### config.mk
export PLATFORM = sky130hd
export DESIGN_NAME = ql_periph_top
export DESIGN_NICKNAME = d
export VERILOG_FILES = /design/src/rtl/ql_pkg.sv /design/src/rtl/ql_periph_top.sv /design/src/rtl/ql_read_return.sv /design/src/rtl/ql_ipc.sv /design/src/rtl/ql_timer_irq.sv /design/src/rtl/ql_bus_port.sv
export VERILOG_INCLUDE_DIRS = /design/src /design/src/rtl
export SDC_FILE = /design/constraint.sdc
export NUM_CORES = 1
export LEC_CHECK = 0
export BUFFER_PORTS_ARGS = -buffer_cell sky130_fd_sc_hd__buf_2
export CAP_MARGIN = 10
export CORE_ASPECT_RATIO = 1.5
export CORE_MARGIN = 4
export CORE_UTILIZATION = 52
export CTS_CLUSTER_DIAMETER = 120
export CTS_CLUSTER_SIZE = 28
export DETAILED_ROUTE_END_ITERATION = 12
export PLACE_DENSITY = 0.77
export SKIP_LAST_GASP = 1
export SLEW_MARGIN = 30
export SYNTH_ARGS = -nofsm -noshare
export SYNTH_HDL_FRONTEND = slang
export SYNTH_SLANG_ARGS = --single-unit
### constraint.sdc
create_clock -name clk_cpu -period 3.2 [get_ports clk_cpu]
set_clock_uncertainty 0.2 [all_clocks]
set_input_delay 0.32 -clock clk_cpu [delete_from_list [all_inputs] [get_ports clk_cpu]]
set_output_delay 0.32 -clock clk_cpu [all_outputs]
set_load 0.02 [all_outputs]
### src/rtl/ql_consts.svh
`ifndef QL_CONSTS_SVH
`define QL_CONSTS_SVH

// ========================================
// Bus and data widths
// ========================================
`define QL_ADDR_W   9            // Word address a[9:1]
`define QL_DATA_W   16           // CPU data bus
`define QL_TIMER_W  32           // Seconds counter
`define QL_PEND_W   8            // Interrupt pending byte
`define QL_KBD_W    64           // 8 rows x 8 columns

// Peripheral word offsets, a[6:1] from $18000
`define QL_OFS_TIMER    6'd0     // $18000..$18003, both halves
`define QL_OFS_IPCWR    6'd1     // $18003
`define QL_OFS_KEYBD    6'd5     // $1800B, row from a[9:7]
`define QL_OFS_IRQ      6'd16    // $18020/21
`define QL_OFS_DISPLAY  6'd49    // $18063

// IPC commands
`define QL_CMD_STATUS   4'd1
`define QL_CMD_READKEY  4'd8
`define QL_CMD_KEYROW   4'd9

`define QL_TICK_DIV_DEFAULT 27000000  // CPU clock cycles per second

`endif
### src/rtl/ql_pkg.sv
`default_nettype none

package ql_pkg;

  `include "ql_consts.svh"

  // One captured CPU access
  typedef struct packed {
    logic [`QL_ADDR_W-1:0] addr;   // a[9:1]
    logic                  we;     // 1 = write
    logic                  uds;    // Upper byte strobe
    logic                  lds;    // Lower byte strobe
    logic [`QL_DATA_W-1:0] wdata;
  } ql_bus_req_t;

  // Decoded port selects
  typedef struct packed {
    logic timer;       // Offsets 0 and 1
    logic ipcwr;
    logic irq;
    logic keybd;
    logic display;
    logic timer_half;  // a[1], set for the low half
  } ql_port_sel_t;

  // Encoded key for the read key command
  typedef struct packed {
    logic       shift;
    logic       ctrl;
    logic       alt;
    logic [2:0] row;
    logic [2:0] col;
  } ql_key_t;

endpackage

`default_nettype wire

### src/rtl/ql_periph_top.sv
`timescale 1ns/1ns
`default_nettype none

`include "ql_consts.svh"

module ql_periph_top #(
  parameter int P_TICK_DIV = `QL_TICK_DIV_DEFAULT
) (
  input  wire                      clk_cpu,
  input  wire                      reset,
  input  wire                      i_req,
  input  wire ql_pkg::ql_bus_req_t i_bus,
  output logic                     o_ack,
  output logic [`QL_DATA_W-1:0]    o_rdata,
  input  wire                      i_vsync,
  input  wire [`QL_KBD_W-1:0]      i_kbd_matrix,
  input  wire                      i_key_event,
  output logic                     o_mode
);

  import ql_pkg::*;

  logic                  stb;
  ql_bus_req_t           req_q;     // Captured access
  ql_port_sel_t          sel;
  logic                  done;
  logic [`QL_TIMER_W-1:0] timer;
  logic [`QL_PEND_W-1:0]  pending;
  logic                  status_bit;

  // ========================================
  // Input side
  // ========================================
  ql_bus_port u_bus_port (
    .clk_cpu, .reset, .i_req, .i_bus,
    .i_done (done),
    .o_ack,
    .o_stb  (stb),
    .o_req  (req_q),
    .o_sel  (sel)
  );

  ql_timer_irq #(.P_TICK_DIV(P_TICK_DIV)) u_timer_irq (
    .clk_cpu, .reset, .i_stb(stb), .i_req(req_q), .i_sel(sel), .i_vsync,
    .o_timer(timer), .o_pending(pending), .o_mode
  );

  ql_ipc u_ipc (
    .clk_cpu, .reset, .i_stb(stb), .i_req(req_q), .i_sel(sel),
    .i_kbd_matrix, .i_key_event, .o_status_bit(status_bit)
  );

  // Output side
  ql_read_return u_read_return (
    .clk_cpu, .reset, .i_stb(stb), .i_req(req_q), .i_sel(sel),
    .i_timer(timer), .i_pending(pending), .i_status_bit(status_bit),
    .i_kbd_matrix, .o_done(done), .o_rdata
  );

endmodule

`default_nettype wire

### src/rtl/ql_read_return.sv
`timescale 1ns/1ns
`default_nettype none

`include "ql_consts.svh"

module ql_read_return (
  input  wire                       clk_cpu,
  input  wire                       reset,
  input  wire                       i_stb,
  input  wire ql_pkg::ql_bus_req_t  i_req,
  input  wire ql_pkg::ql_port_sel_t i_sel,
  input  wire [`QL_TIMER_W-1:0]     i_timer,
  input  wire [`QL_PEND_W-1:0]      i_pending,
  input  wire                       i_status_bit,  // IPC return MSB
  input  wire [`QL_KBD_W-1:0]       i_kbd_matrix,
  output logic                      o_done,
  output logic [`QL_DATA_W-1:0]     o_rdata
);

  logic [`QL_DATA_W-1:0] rd_word;

  // Read multiplexer
  always_comb begin
    rd_word = '0;                                  // Unmapped reads as zero
    if (i_sel.timer)
      rd_word = i_sel.timer_half ? i_timer[15:0] : i_timer[31:16];
    else if (i_sel.keybd)
      rd_word = {8'h00, i_kbd_matrix[{i_req.addr[8:6], 3'b000} +: 8]};  // a[9:7]
    else if (i_sel.irq)
      rd_word = {i_status_bit, 7'b0, i_pending};
  end

  always_ff @(posedge clk_cpu) begin
    if (i_stb) o_rdata <= rd_word;   // Held until next access
  end

  always_ff @(posedge clk_cpu) begin
    if (reset) o_done <= 1'b0;
    else       o_done <= i_stb;
  end

endmodule

`default_nettype wire

### src/rtl/ql_ipc.sv
`timescale 1ns/1ns
`default_nettype none

`include "ql_consts.svh"

module ql_ipc (
  input  wire                       clk_cpu,
  input  wire                       reset,
  input  wire                       i_stb,
  input  wire ql_pkg::ql_bus_req_t  i_req,
  input  wire ql_pkg::ql_port_sel_t i_sel,
  input  wire [`QL_KBD_W-1:0]       i_kbd_matrix,
  input  wire                       i_key_event,   // New key press
  output logic                      o_status_bit
);

  import ql_pkg::*;

  typedef enum logic [1:0] {
    ST_IDLE,    // Collecting command bits
    ST_SEND,    // Shifting return word out
    ST_PARAM    // Collecting parameter bits
  } state_t;

  state_t      state;
  logic [2:0]  ipc_data;     // Last three bits received
  logic [3:0]  ipc_shift;
  logic [3:0]  bit_cnt;
  logic [3:0]  bit_last;     // Bit count minus one
  logic [15:0] ipc_ret;      // Return word, MSB goes first
  logic        key_pressed;
  logic        bit_wr;
  ql_key_t     key;
  logic [7:0]  row_bits;

  // Writes with data bit 0 set carry no bit
  assign bit_wr    = i_stb && i_req.we && i_sel.ipcwr && i_req.lds && !i_req.wdata[0];
  assign ipc_shift = {ipc_data, i_req.wdata[1]};

  // ========================================
  // Key encoder
  // ========================================
  always_comb begin
    key       = '0;
    key.shift = i_kbd_matrix[56];
    key.ctrl  = i_kbd_matrix[57];
    key.alt   = i_kbd_matrix[58];
    key.row   = 3'd7;                           // No key anywhere
    for (int r = 6; r >= 0; r--) begin
      if (|i_kbd_matrix[8*r +: 8]) key.row = r[2:0];  // First row wins
    end
    row_bits = i_kbd_matrix[{key.row, 3'b000} +: 8];
    key.col  = 3'd7;
    for (int c = 6; c >= 0; c--) begin
      if (row_bits[c]) key.col = c[2:0];       // Lowest column wins
    end
  end

  // ========================================
  // Command engine
  // ========================================
  always_ff @(posedge clk_cpu) begin
    if (reset) begin
      state       <= ST_IDLE;
      bit_cnt     <= '0;
      ipc_data    <= '0;
      ipc_ret     <= '0;
      key_pressed <= 1'b0;
    end else begin
      if (i_key_event) key_pressed <= 1'b1;
      if (bit_wr) begin
        ipc_data <= ipc_shift[2:0];
        bit_cnt  <= bit_cnt + 1'b1;
        case (state)
          ST_IDLE: if (bit_cnt[1:0] == 2'd3) begin   // Fourth bit
            bit_cnt <= '0;
            case (ipc_shift)
              `QL_CMD_STATUS: begin
                state       <= ST_SEND;
                bit_last    <= 4'd7;
                ipc_ret     <= {7'b0, key_pressed, 8'b0};
                key_pressed <= 1'b0;
              end
              `QL_CMD_READKEY: begin
                state    <= ST_SEND;
                bit_last <= 4'd15;
                ipc_ret  <= {4'b0001, 1'b0, key.shift, key.ctrl, key.alt,
                             2'b00, key.row, key.col};
              end
              `QL_CMD_KEYROW: begin
                state    <= ST_PARAM;
                bit_last <= 4'd3;     // Row number
              end
              default: ;              // Unsupported, ignored
            endcase
          end
          ST_SEND: begin
            if (bit_cnt != 0) ipc_ret <= {ipc_ret[14:0], 1'b0};  // First bit in place
            if (bit_cnt == bit_last) begin
              state   <= ST_IDLE;
              bit_cnt <= '0;
            end
          end
          ST_PARAM: if (bit_cnt == bit_last) begin
            state    <= ST_SEND;
            bit_cnt  <= '0;
            bit_last <= 4'd7;
            ipc_ret  <= {i_kbd_matrix[{ipc_shift[2:0], 3'b000} +: 8], 8'b0};
          end
          default: state <= ST_IDLE;
        endcase
      end
    end
  end

  assign o_status_bit = ipc_ret[15];

endmodule

`default_nettype wire

### src/rtl/ql_timer_irq.sv
`timescale 1ns/1ns
`default_nettype none

`include "ql_consts.svh"

module ql_timer_irq #(
  parameter int P_TICK_DIV = `QL_TICK_DIV_DEFAULT  // Cycles per second
) (
  input  wire                       clk_cpu,
  input  wire                       reset,
  input  wire                       i_stb,
  input  wire ql_pkg::ql_bus_req_t  i_req,
  input  wire ql_pkg::ql_port_sel_t i_sel,
  input  wire                       i_vsync,    // Active low
  output logic [`QL_TIMER_W-1:0]    o_timer,
  output logic [`QL_PEND_W-1:0]     o_pending,
  output logic                      o_mode
);

  localparam int P_PRE_W = $clog2(P_TICK_DIV);

  logic [P_PRE_W-1:0] prescaler;
  logic [1:0]         timer_byte;   // Next byte to adjust, 0 = top
  logic               vsync_q;
  logic               vsync_flag;
  logic [7:0]         irq_ctl;      // {mask[2:0], ack[4:0]}
  logic               wr;
  logic               tmr_wr;

  assign wr     = i_stb && i_req.we;
  assign tmr_wr = wr && i_sel.timer && !i_sel.timer_half;  // $18000/01 only

  // ========================================
  // Seconds timer
  // ========================================
  always_ff @(posedge clk_cpu) begin
    if (reset) begin
      prescaler  <= '0;
      o_timer    <= '0;
      timer_byte <= '0;
    end else begin
      if (prescaler == P_PRE_W'(P_TICK_DIV - 1)) begin
        prescaler <= '0;
        o_timer   <= o_timer + 1'b1;
      end else begin
        prescaler <= prescaler + 1'b1;
      end
      if (tmr_wr && i_req.uds) begin      // Reset write
        o_timer    <= '0;
        timer_byte <= '0;
      end else if (tmr_wr && i_req.lds) begin  // Adjust, MSB first
        o_timer[{~timer_byte, 3'b000} +: 8] <= i_req.wdata[7:0];
        timer_byte <= timer_byte + 1'b1;
      end
    end
  end

  // ========================================
  // Interrupt register and display mode
  // ========================================
  always_ff @(posedge clk_cpu) begin
    vsync_q <= i_vsync;
    if (reset) begin
      vsync_flag <= 1'b0;
      irq_ctl    <= '0;
      o_mode     <= 1'b1;               // 256x256 after reset
    end else begin
      irq_ctl[4:0] <= '0;              // Ack bits only live one cycle
      if (wr && i_sel.irq && i_req.lds) irq_ctl <= i_req.wdata[7:0];
      if (wr && i_sel.display) o_mode <= i_req.wdata[3];
      if (irq_ctl[3]) vsync_flag <= 1'b0;       // Frame ack
      else if (vsync_q && !i_vsync) vsync_flag <= 1'b1;  // Falling edge
    end
  end

  // Timer tick at bit 5, frame at bit 3
  assign o_pending = {2'b00, o_timer[0], 1'b0, vsync_flag, 3'b000};

endmodule

`default_nettype wire

### src/rtl/ql_bus_port.sv
`timescale 1ns/1ns
`default_nettype none

`include "ql_consts.svh"

module ql_bus_port (
  input  wire                  clk_cpu,
  input  wire                  reset,
  input  wire                  i_req,     // Four-phase request
  input  wire ql_pkg::ql_bus_req_t  i_bus,
  input  wire                  i_done,    // From read return
  output logic                 o_ack,
  output logic                 o_stb,     // One cycle per access
  output ql_pkg::ql_bus_req_t  o_req,
  output ql_pkg::ql_port_sel_t o_sel
);

  import ql_pkg::*;

  typedef enum logic [1:0] {
    ST_IDLE,
    ST_BUSY,   // Strobe issued, waiting for done
    ST_ACKED   // Ack high until req drops
  } state_t;

  state_t state;

  // ========================================
  // Offset decode
  // ========================================
  function automatic ql_port_sel_t decode(input logic [`QL_ADDR_W-1:0] addr);
    ql_port_sel_t sel;
    sel.timer      = (addr[5:0] & 6'b111110) == `QL_OFS_TIMER; // Two words
    sel.ipcwr      = addr[5:0] == `QL_OFS_IPCWR;
    sel.irq        = addr[5:0] == `QL_OFS_IRQ;
    sel.keybd      = addr[5:0] == `QL_OFS_KEYBD;  // a[9:7] ignored here
    sel.display    = addr[5:0] == `QL_OFS_DISPLAY;
    sel.timer_half = addr[0];
    return sel;
  endfunction

  // Payload capture, no reset
  always_ff @(posedge clk_cpu) begin
    if (state == ST_IDLE && i_req) begin
      o_req <= i_bus;
      o_sel <= decode(i_bus.addr);
    end
  end

  // ========================================
  // Handshake FSM
  // ========================================
  always_ff @(posedge clk_cpu) begin
    if (reset) begin
      state <= ST_IDLE;
      o_stb <= 1'b0;
      o_ack <= 1'b0;
    end else begin
      o_stb <= 1'b0;                   // Pulse by default
      case (state)
        ST_IDLE: if (i_req) begin
          o_stb <= 1'b1;
          state <= ST_BUSY;
        end
        ST_BUSY: if (i_done) begin
          o_ack <= 1'b1;                 // Read data already registered
          state <= ST_ACKED;
        end
        ST_ACKED: if (!i_req) begin     // Held high stalls here
          o_ack <= 1'b0;
          state <= ST_IDLE;
        end
        default: state <= ST_IDLE;
      endcase
    end
  end

endmodule

`default_nettype wire

# --- After elaboration in Yosys (flattened, before gate mapping) ---
# Index checks and enable logic that the tools add are counted.
# W data, S select, Z words.
word_totals:
  regBits: 143
  out_inout_bits: 18
op_classes:
  n_bitwise: 4
  n_reduce_logical: 42
  addsub: 5
  shifts: 5
  eq_ne: 24
  mux: 52
op_table:
  columns: ["cell", "count"]
  rows:
  - ["$shiftx A64 B7 Y8", 2]
  - ["$mux W16", 7]
  - ["$mux W32", 3]
  - ["$shiftx A64 B7 Y7", 1]
  - ["$reduce_or A8 Y1", 7]
  - ["$pmux W16 S3", 1]
  - ["$add A32 B1 Y32 const B", 1]
  - ["$bwmux W32", 1]
  - ["$pmux W16 S2", 1]
  - ["$shift A8 B7 Y32 const A", 1]
  - ["$shiftx A8 B7 Y32", 1]
  - ["$add A25 B1 Y25 const B", 1]
  - ["$eq A25 B25 Y1 const B", 1]
  - ["$mux W3", 8]
  - ["$mux W2", 10]
  - ["$mux W4", 4]
  - ["$pmux W4 S2", 2]
  - ["$reduce_or A2 Y1", 7]
  - ["$logic_and A1 B1 Y1", 13]
  - ["$pmux W2 S3", 2]
  - ["$pmux W4 S3", 1]
  - ["$reduce_and A6 Y1", 2]
  - ["$mux W1", 10]
  - ["$ne A2 B1 Y1 const B", 5]
  - ["27 further kinds", 40]

# --- Logic depth before layout (Yosys ltp) ---
# Gate-level depths: netlist (run 1).
logic_depth:
  depth_word: 19
  mapped_depth: 11
  mapped_depth_nobuf: 8

# --- By module ---
# A second synthesis (run 1) with hierarchy kept.
hier_totals:
  cells_unflattened: 893
  area_unflattened_um2: 8831.0
modules_own_cells:
  columns: ["mod", "seq_area_each_um2", "area_each_um2", "n_inst", "cells_each"]
  rows:
  - ["ql_timer_irq", 1261.2, 3547.2, 1, 412]
  - ["ql_ipc", 580.6, 2671.3, 1, 311]
  - ["ql_read_return", 500.5, 1386.3, 1, 111]
  - ["ql_bus_port", 1071.0, 1226.2, 1, 59]

# --- Worst setup path before layout (run 1) ---
# No wires, ideal clock.
synth_timing:
  path_type: "register to register"
  from: "register u_bus_port.o_stb"
  to: "register u_ipc.ipc_ret[10]"
  t_arrival_ns: 2.850
  setup_slack_ns: 0.023
  setup_time_ns: 0.128
  period_less_slack_ns: 3.177
  stages_incl_launch_ff: 11
  path_cell_list: "dfxtp_1 > nand3_1 > nor3b_1 > buf_1 > a21boi_0 > a21boi_0 > nand3_1 > clkbuf_1 > clkbuf_1 > a221oi_1 > nor2_1"
synth_between:
  elab_chain_len: 5
synth_lines:
  columns: ["item", "line_no", "rtl"]
  rows:
  - ["start: declaration", "ql_bus_port.sv:13", "output logic o_stb,"]
  - ["start signal: assignment", "ql_bus_port.sv:56", "o_stb <= 1'b0;"]
  - ["start signal: assignment", "ql_bus_port.sv:59", "o_stb <= 1'b0;"]
  - ["start signal: assignment", "ql_bus_port.sv:62", "o_stb <= 1'b1;"]
  - ["$logic_and A1 B1 Y1 (4 in a row)", "ql_ipc.sv:37", "assign bit_wr = i_stb && i_req.we && i_sel.ipcwr && i_req.lds && !i_req.wdata[0];"]
  - ["$reduce_and A6 Y1 (no line)", null, null]
  - ["end signal: assignment", "ql_ipc.sv:81", "ipc_ret <= {7'b0, key_pressed, 8'b0};"]
  - ["end signal: assignment", "ql_ipc.sv:87", "ipc_ret <= {4'b0001, 1'b0, key.shift, key.ctrl, key.alt,"]
  - ["end signal: assignment", "ql_ipc.sv:98", "if (bit_cnt != 0) ipc_ret <= {ipc_ret[14:0], 1'b0};"]
  - ["end: declaration", "ql_ipc.sv:30", "logic [15:0] ipc_ret;"]
# Every way passes these cells.
# A chain may end at the register's enable or synchronous reset.

# --- Worst setup path after layout (run 1) ---
layout_timing:
  from: "input i_kbd_matrix[10]"
  to: "register u_ipc.ipc_ret[1]"
layout_between:
  elab_chain_len: 13
layout_lines:
  columns: ["item", "line_no", "rtl"]
  rows:
  - ["start: declaration", "ql_periph_top.sv:16", "input wire [`QL_KBD_W-1:0] i_kbd_matrix,"]
  - ["$reduce_or A8 Y1", "ql_ipc.sv:50", "if (|i_kbd_matrix[8*r +: 8]) key.row = r[2:0];"]
  - ["$mux W3 (2 in a row)", "ql_ipc.sv:50", null]
  - ["$shiftx A64 B7 Y7 *", "ql_ipc.sv:52", "row_bits = i_kbd_matrix[{key.row, 3'b000} +: 8];"]
  - ["$mux W2 (2 in a row)", "ql_ipc.sv:55", "if (row_bits[c]) key.col = c[2:0];"]
  - ["$mux W3 (3 in a row)", "ql_ipc.sv:55", null]
  - ["$mux W3 *", "ql_ipc.sv:55", null]
  - ["$pmux W16 S2 *", "ql_ipc.sv:77", "case (ipc_shift)"]
  - ["$mux W16 *", "ql_ipc.sv:75", "ST_IDLE: if (bit_cnt[1:0] == 2'd3) begin"]
  - ["$pmux W16 S3 *", "ql_ipc.sv:74", "case (state)"]
# Mark *: on every way between the ends. The rest lies on a longest branch, timed or not. The select of a mux whose other input is x is not followed.

==> flow_summary.ini, run 1 <==
[clock_tree]
cts_root_buf = clkbuf_16
tritoncts = yes
clock_sinks = 132
clk_pin_slew_ps = 60
numCtsBuffers = 17
post_cts_resized = 0
h-tree-depth = 4
clk_latency_ps = 430
cts_buffer_depth = 2

[synth]
synth_cell_types = 65
ys_seq_elements = 132
synth-seq-area-share_pct = 38.8
syn-mean-instance-area_sq_um = 9.65
syn_nets = 919
synth_edf_count = 38
synthFlopType = dfxtp_1
netlist_area_sq_um = 7800
yosysWarnings = 0
async_flop_share_pct = 0
synthCells = 808

[grt]
grt_pass1_wl_um = 34800
grtUsageTotal_pct = 26.2
antenna_found_initial = 0
grt_max_degree = 31
grt_overflow_total = 0
grt_pass1_vias = 7082

[timing]
layout_setup_ws_ps = 382
drv_slew = 0
setup_violations = 0
final_hold_viol_count = 0
tightest_slew_ps = 594
grt_setup_unrepaired = no
fmax_ghz = 0.355
period_minus_slack_ps = 2820
timing.slew.headroom_pct = 60.3
post-route-period-util_pct = 88.1

[routing]
vias_per_cell = 6.09
wl_um = 21600
vias = 7057
drtPass1Iterations = 7
wire_per_inst_um = 18.7
ant_nets = 0
drtIter0Drc = 368
drc = 0

[outcome]
status = complete, no violations

[die]
dieArea_sq_um = 17100
die_h_um = 158
dieWidth_um = 108
coreArea_sq_um = 14700
num_rows = 54
io_pins = 115
initial_core_util_pct = 53.2

[layout]
syn2layout_area_growth_pct = 21.9
fin_nets = 1061
drive_gt1_share_pct = 25.4
insertedDiodeCount = 0
nFillCells = 1196
seq_area_sq_um = 3020
fin_util_pct = 64.8
multi_input_comb_area_sq_um = 4540

[pwr]
clkPwrFrac_pct = 47.7
comb_power_share_pct = 9.6
cell_internal_pwr_mw = 3.18
power-per-cell-area_nw_per_um2 = 443
pwr-share-seq_pct = 42.8
p_switching_mw = 1.02
sw_frac_of_total_pct = 24.3
leakagePower_nw = 3.57
ir_worst_vdd_uv = 289

[place]
gp_congestion = 1.02
dpl.hpwl_um = 15600
pre_cts_slack_ps = -56.7
port_buffers = 106

[worst_setup_path]
crit_chain = buf_2, or4_4, a2111o_1, buf_4, a311oi_1, o21ai_1, nor3b_1, o21ai_0, a41o_1
cp_max_fo = 11
cp-start-kind = input pin
arrival_ps = 2940
critPathKind = input pin to register
slowest_delay_ps = 590
end_kind = register
cp.required_ps = 3320
cp_slowest_cell = a2111o_1
regToRegSetupSlack_ps = 530

[run]
drv_cap = 0

[min_path]
hp-class = input pin to register
[worst max-delay path: cells and delay by family]
| family | cells | cell delay [ps] |
|---|---|---|
| AOI/OAI and AO/OA | 5 | 1420 |
| and+or+nand+nor | 2 | 850 |
| buffers and inverters | 2 | 370 |
[metrics by stage]
| step | area, sq um | total power [mW] | cells | hold WS, ps | TNS, ps |
|---|---|---|---|---|---|
| 6_report | 9510 | 4.21 | 1159 | 12.6 | 0 |
| 4_1_cts | 9510 | 4.21 | 1159 | 5.03 | 0 |
| 3_3_place_gp | 8720 | 2.21 | 1109 | 199 | 0 |
| 5_1_grt | 9510 | 4.34 | 1159 | 5.54 | 0 |
| 3_5_place_dp | 8720 | 2.21 | 1109 | 190 | -82.2 |
| 2_1_floorplan | 7800 | 2.03 | 808 | 148 | 0 |
[worst paths after layout]
kind	endpoint	depth (start not counted)	start
setup / recovery	u_ipc.ipc_ret[1]	9	i_kbd_matrix[10]
hold / removal	u_bus_port.o_stb	3	i_req
setup reg to reg	u_timer_irq.o_timer[31]	9	u_timer_irq.prescaler[0]
hold reg to reg	u_timer_irq.vsync_flag	1	u_timer_irq.irq_ctl[3]
[what timing repair did]
item	in CTS	in global routing
hold endpoints to repair	18	0
hold buffers	18	0
setup endpoints to repair	0	0
setup buffers	0	0
[synth_stat cells (6+ instances only)]
cell,count,area share [%]
nand4_1,9,0.72
a211oi_1,26,2.5
and3_1,14,1.1
dfxtp_1,94,24
mux2_2,21,3.0
clkbuf_1,31,1.5
inv_1,15,0.72
nor2b_1,15,1.2
a22oi_1,17,1.6
nand2_1,74,3.6
a21oi_1,38,2.4
nor3b_1,7,0.67
nor3_1,15,0.96
mux4_2,31,9.0
buf_1,7,0.34
and2_1,7,0.56
ha_1,14,2.2
xnor2_1,22,2.5
nor4_1,9,0.72
mux2i_1,28,3.6
nor2_1,93,4.5
nand3_1,34,2.2
edfxtp_1,38,15
xor2_1,35,3.9
o21ai_0,24,1.5
nand2b_1,6,0.48
[placed cells by master (no fill, tap or decap), types with 17 or more instances in the layout]
| master | instances |
|---|---|
| a211oi_1 | 26 |
| xor2_1 | 35 |
| nand2_1 | 74 |
| buf_2 | 106 |
| dlygate4sd3_1 | 18 |
| nor2_1 | 93 |
| clkbuf_16 | 17 |
| xnor2_1 | 22 |
| buf_4 | 40 |
| a21oi_1 | 38 |
| mux2_2 | 21 |
| edfxtp_1 | 38 |
| o21ai_0 | 24 |
| dfxtp_1 | 94 |
| nand3_1 | 34 |
| mux4_2 | 31 |
| a22oi_1 | 17 |
| mux2i_1 | 28 |
[metal layers]
layer	vias to the layer above	track usage, %	part of all wire [%]	wire, um
met1	3373	28.7	36	7880
met3	79	5.30	6.5	1410
met4	0	13.4	4.8	1050
met5	-	0	0	0
li1	3291	-	-	-
met2	314	47.4	52	11300
[cells by family (layout without fill, tap and decap cells)]
family / count (synthesis) / in the layout / synth area share, %
flip-flops: 132 / 132 / 38.8
XOR/XNOR: 57 / 57 / 6.40
adder cells (fa/ha/maj): 14 / 14 / 2.25
AND/OR/NAND/NOR: 314 / 314 / 20.4
buffers and inverters: 57 / 212 / 3.05
AO/OA/AOI/OAI: 153 / 153 / 13.3
multiplexers: 81 / 81 / 15.9
[sequential cells by signal (all words and copies together) (netlist names), 3 cells and up]
signal,count
u_bus_port.o_req,15
u_bus_port.o_sel,5
u_ipc.bit_cnt,4
u_ipc.ipc_data,3
u_ipc.ipc_ret,16
u_read_return.o_rdata,16
u_timer_irq.o_timer,32
u_timer_irq.prescaler,25
[area by class of cell]
class                      count  share of cell area [%]
tap                          196                    2.58
clock inverter                15                    1.91
multi-input combinational    619                    47.8
sequential                   132                    31.8
timing repair buffer         165                    10.8
clock buffer                  17                    4.47
inverter                      15                   0.592
[power by group through the flow]
stage	sequential [mW]	clock, mW	combinational (mW)
4_1_cts	1.80	2.01	0.397
2_1_floorplan	1.83	0	0.205
3_3_place_gp	1.83	0	0.374
6_report	1.80	2.01	0.402
3_5_place_dp	1.83	0	0.378
5_1_grt	1.80	2.10	0.429
No activity file was read; power rests on OpenSTA's default activity.
==> inputs of run 2 (changes only) <==
Settings changed: SETUP_SLACK_MARGIN set to 0.4.
==> flow_summary.ini, run 2 (synthesized netlist as in run 1, its figures left out) <==
[routing]
wire_per_inst_um = 19.0
drtIter0Drc = 406
vias_per_cell = 6.10
ant_nets = 0
wl_um = 22100
vias = 7086
drtPass1Iterations = 5
drc = 0

[place]
gp_congestion = 0.995
placed_cells = 1108
dpl.hpwl_um = 15700
pre_cts_slack_ps = -36.1
port_buffers = 106

[pwr]
cell_internal_pwr_mw = 3.34
ir_worst_vdd_uv = 277
pwr-share-seq_pct = 41.7
p_switching_mw = 0.987
comb_power_share_pct = 9.3
leakagePower_nw = 3.62
clkPwrFrac_pct = 49.0
sw_frac_of_total_pct = 22.8
power-per-cell-area_nw_per_um2 = 450

[layout]
syn2layout_area_growth_pct = 23.1
fin_nets = 1063
reg.largest.list = u_timer_irq.o_timer x32, u_timer_irq.prescaler x25
layout_commonest_cell = buf_2
insertedDiodeCount = 0
layout_common_cells = 106 x buf_2, 93 x dfxtp_1, 90 x nor2_1
fin_cells = 1161
drive_gt1_share_pct = 26.4
largest_register_ffs = 32
regMostFlops = u_timer_irq.o_timer

[timing]
tns_ps = 0
post-route-period-util_pct = 85.7
drv_slew = 0
timing.slew.headroom_pct = 60.6
fmax_ghz = 0.365
tightest_slew_ps = 583
setup_violations = 0
final_hold_viol_count = 0
period_minus_slack_ps = 2740
layout_setup_ws_ps = 458
grt_setup_unrepaired = yes

[worst_setup_path]
end_kind = register
critPathKind = input pin to register
rr_endpoint = u_timer_irq.o_timer[30]
cp.required_ps = 3340
crit_buf_inv = 3
cp-start-kind = input pin
cp_slowest_cell = or4_4
crit_path_end = u_ipc.ipc_ret[0]
crit-reg2reg-launch = u_timer_irq.prescaler[12]
cp_max_fo = 6
ff2ff_path_depth = 9
cp.depth = 10
crit_top_cell = buf_4
crit_chain = buf_2, or4_4, a2111o_1, buf_4, buf_4, a311oi_1, a211oi_1, o211a_1, or3_1, a211oi_2
setup.worst_path.start = i_kbd_matrix[10]
regToRegSetupSlack_ps = 580
slowest_delay_ps = 560
arrival_ps = 2880
cp_top_family = compound AO/OA/AOI/OAI gates

[die]
num_rows = 54
dieWidth_um = 108
dieArea_sq_um = 17100
die_h_um = 158
coreArea_sq_um = 14700
io_pins = 115
initial_core_util_pct = 53.2

[clock_tree]
clk_latency_ps = 420
clock_sinks = 132
cts_buffer_depth = 2
cts_root_buf = clkbuf_16
tritoncts = yes
h-tree-depth = 4
numCtsBuffers = 17
clk_pin_slew_ps = 60

[grt]
grtUsageTotal_pct = 26.2
grt_pass1_wl_um = 34900
antenna_found_initial = 0
grt_overflow_total = 0
grt_pass1_vias = 7095
grt_max_degree = 31

[outcome]
status = complete, no violations

[min_path]
hp-start = i_bus[21]
hp-class = input pin to register

[run]
drv_cap = 0
-- run 2: cell types whose count changed in the layout (fill, tap and decap cells not counted), sizes merged --
cell	previous run	this run
buf	147	149
bufinv	3	2
clkbuf	17	24
clkinv	4	2
clkinvlp	5	1
-- run 2: final cells by class --
class / instances / area, sq um
fillers: 1188 / 5060
multi-input cells: 619 / 4580
flip-flops and latches: 132 / 3020
repair buffers: 167 / 1030
clock buffers: 24 / 557
well taps: 196 / 245
clock inverters: 8 / 104
inverters: 15 / 56.3
-- run 2: worst register-to-register path: cells and delay by family, from the launching register on --
| family | cells | cell delay, ps |
|---|---|---|
| compound gates | 1 | 130 |
| buf+inv | 1 | 190 |
| simple gates | 6 | 1470 |
| flops | 1 | 410 |
| xor+xnor | 1 | 150 |
-- run 2: through the flow --
step | util, % | hold WS, ps | power, mW | cell area [sq um]
6_report | 65.5 | 20.7 | 4.32 | 9600
5_1_grt | 65.5 | 21.1 | 4.46 | 9600
4_1_cts | 65.2 | 15.7 | 4.32 | 9560
3_5_place_dp | 59.4 | 189 | 2.21 | 8700
3_3_place_gp | 59.4 | 199 | 2.21 | 8700
2_1_floorplan | - | 148 | 2.03 | 7810
-- run 2: power groups by stage --
stage	registers (mW)	clock network, mW	logic (mW)
global route	1.80	2.22	0.429
finish	1.80	2.12	0.402
CTS	1.80	2.12	0.395
floorplan	1.83	0	0.205
global placement	1.83	0	0.372
detailed placement	1.84	0	0.376
-- run 2: worst min-delay path by stage --
| stage | endpoint | slack, ps | cells after the start |
|---|---|---|---|
| floorplan | u_timer_irq.vsync_q | 150 | 0 |
| global placement | u_timer_irq.vsync_flag | 200 | 1 |
| detailed placement | u_timer_irq.vsync_flag | 190 | 1 |
| CTS | u_bus_port.o_sel[3] | 20 | 2 |
| global route | u_bus_port.o_sel[2] | 20 | 2 |
| finish | u_bus_port.o_sel[4] | 20 | 2 |
-- run 2: what timing repair did --
| action | in CTS | in global routing |
|---|---|---|
| hold endpoints to repair | 18 | 0 |
| setup buffers | 1 | 2 |
| resized for setup | 1 | 8 |
| hold buffers | 18 | 0 |
| pin swaps | 1 | 1 |
| endpoints found under the setup margin | 1 | 15 |
-- run 2: per-layer routing --
| layer | share of wire (%) | track usage [%] | wire (um) |
|---|---|---|---|
| met1 | 36 | 28.8 | 8050 |
| met2 | 52 | 47.4 | 11500 |
| met3 | 6.4 | 4.65 | 1420 |
| met4 | 4.8 | 14.4 | 1050 |
| met5 | 0 | 0 | 0 |
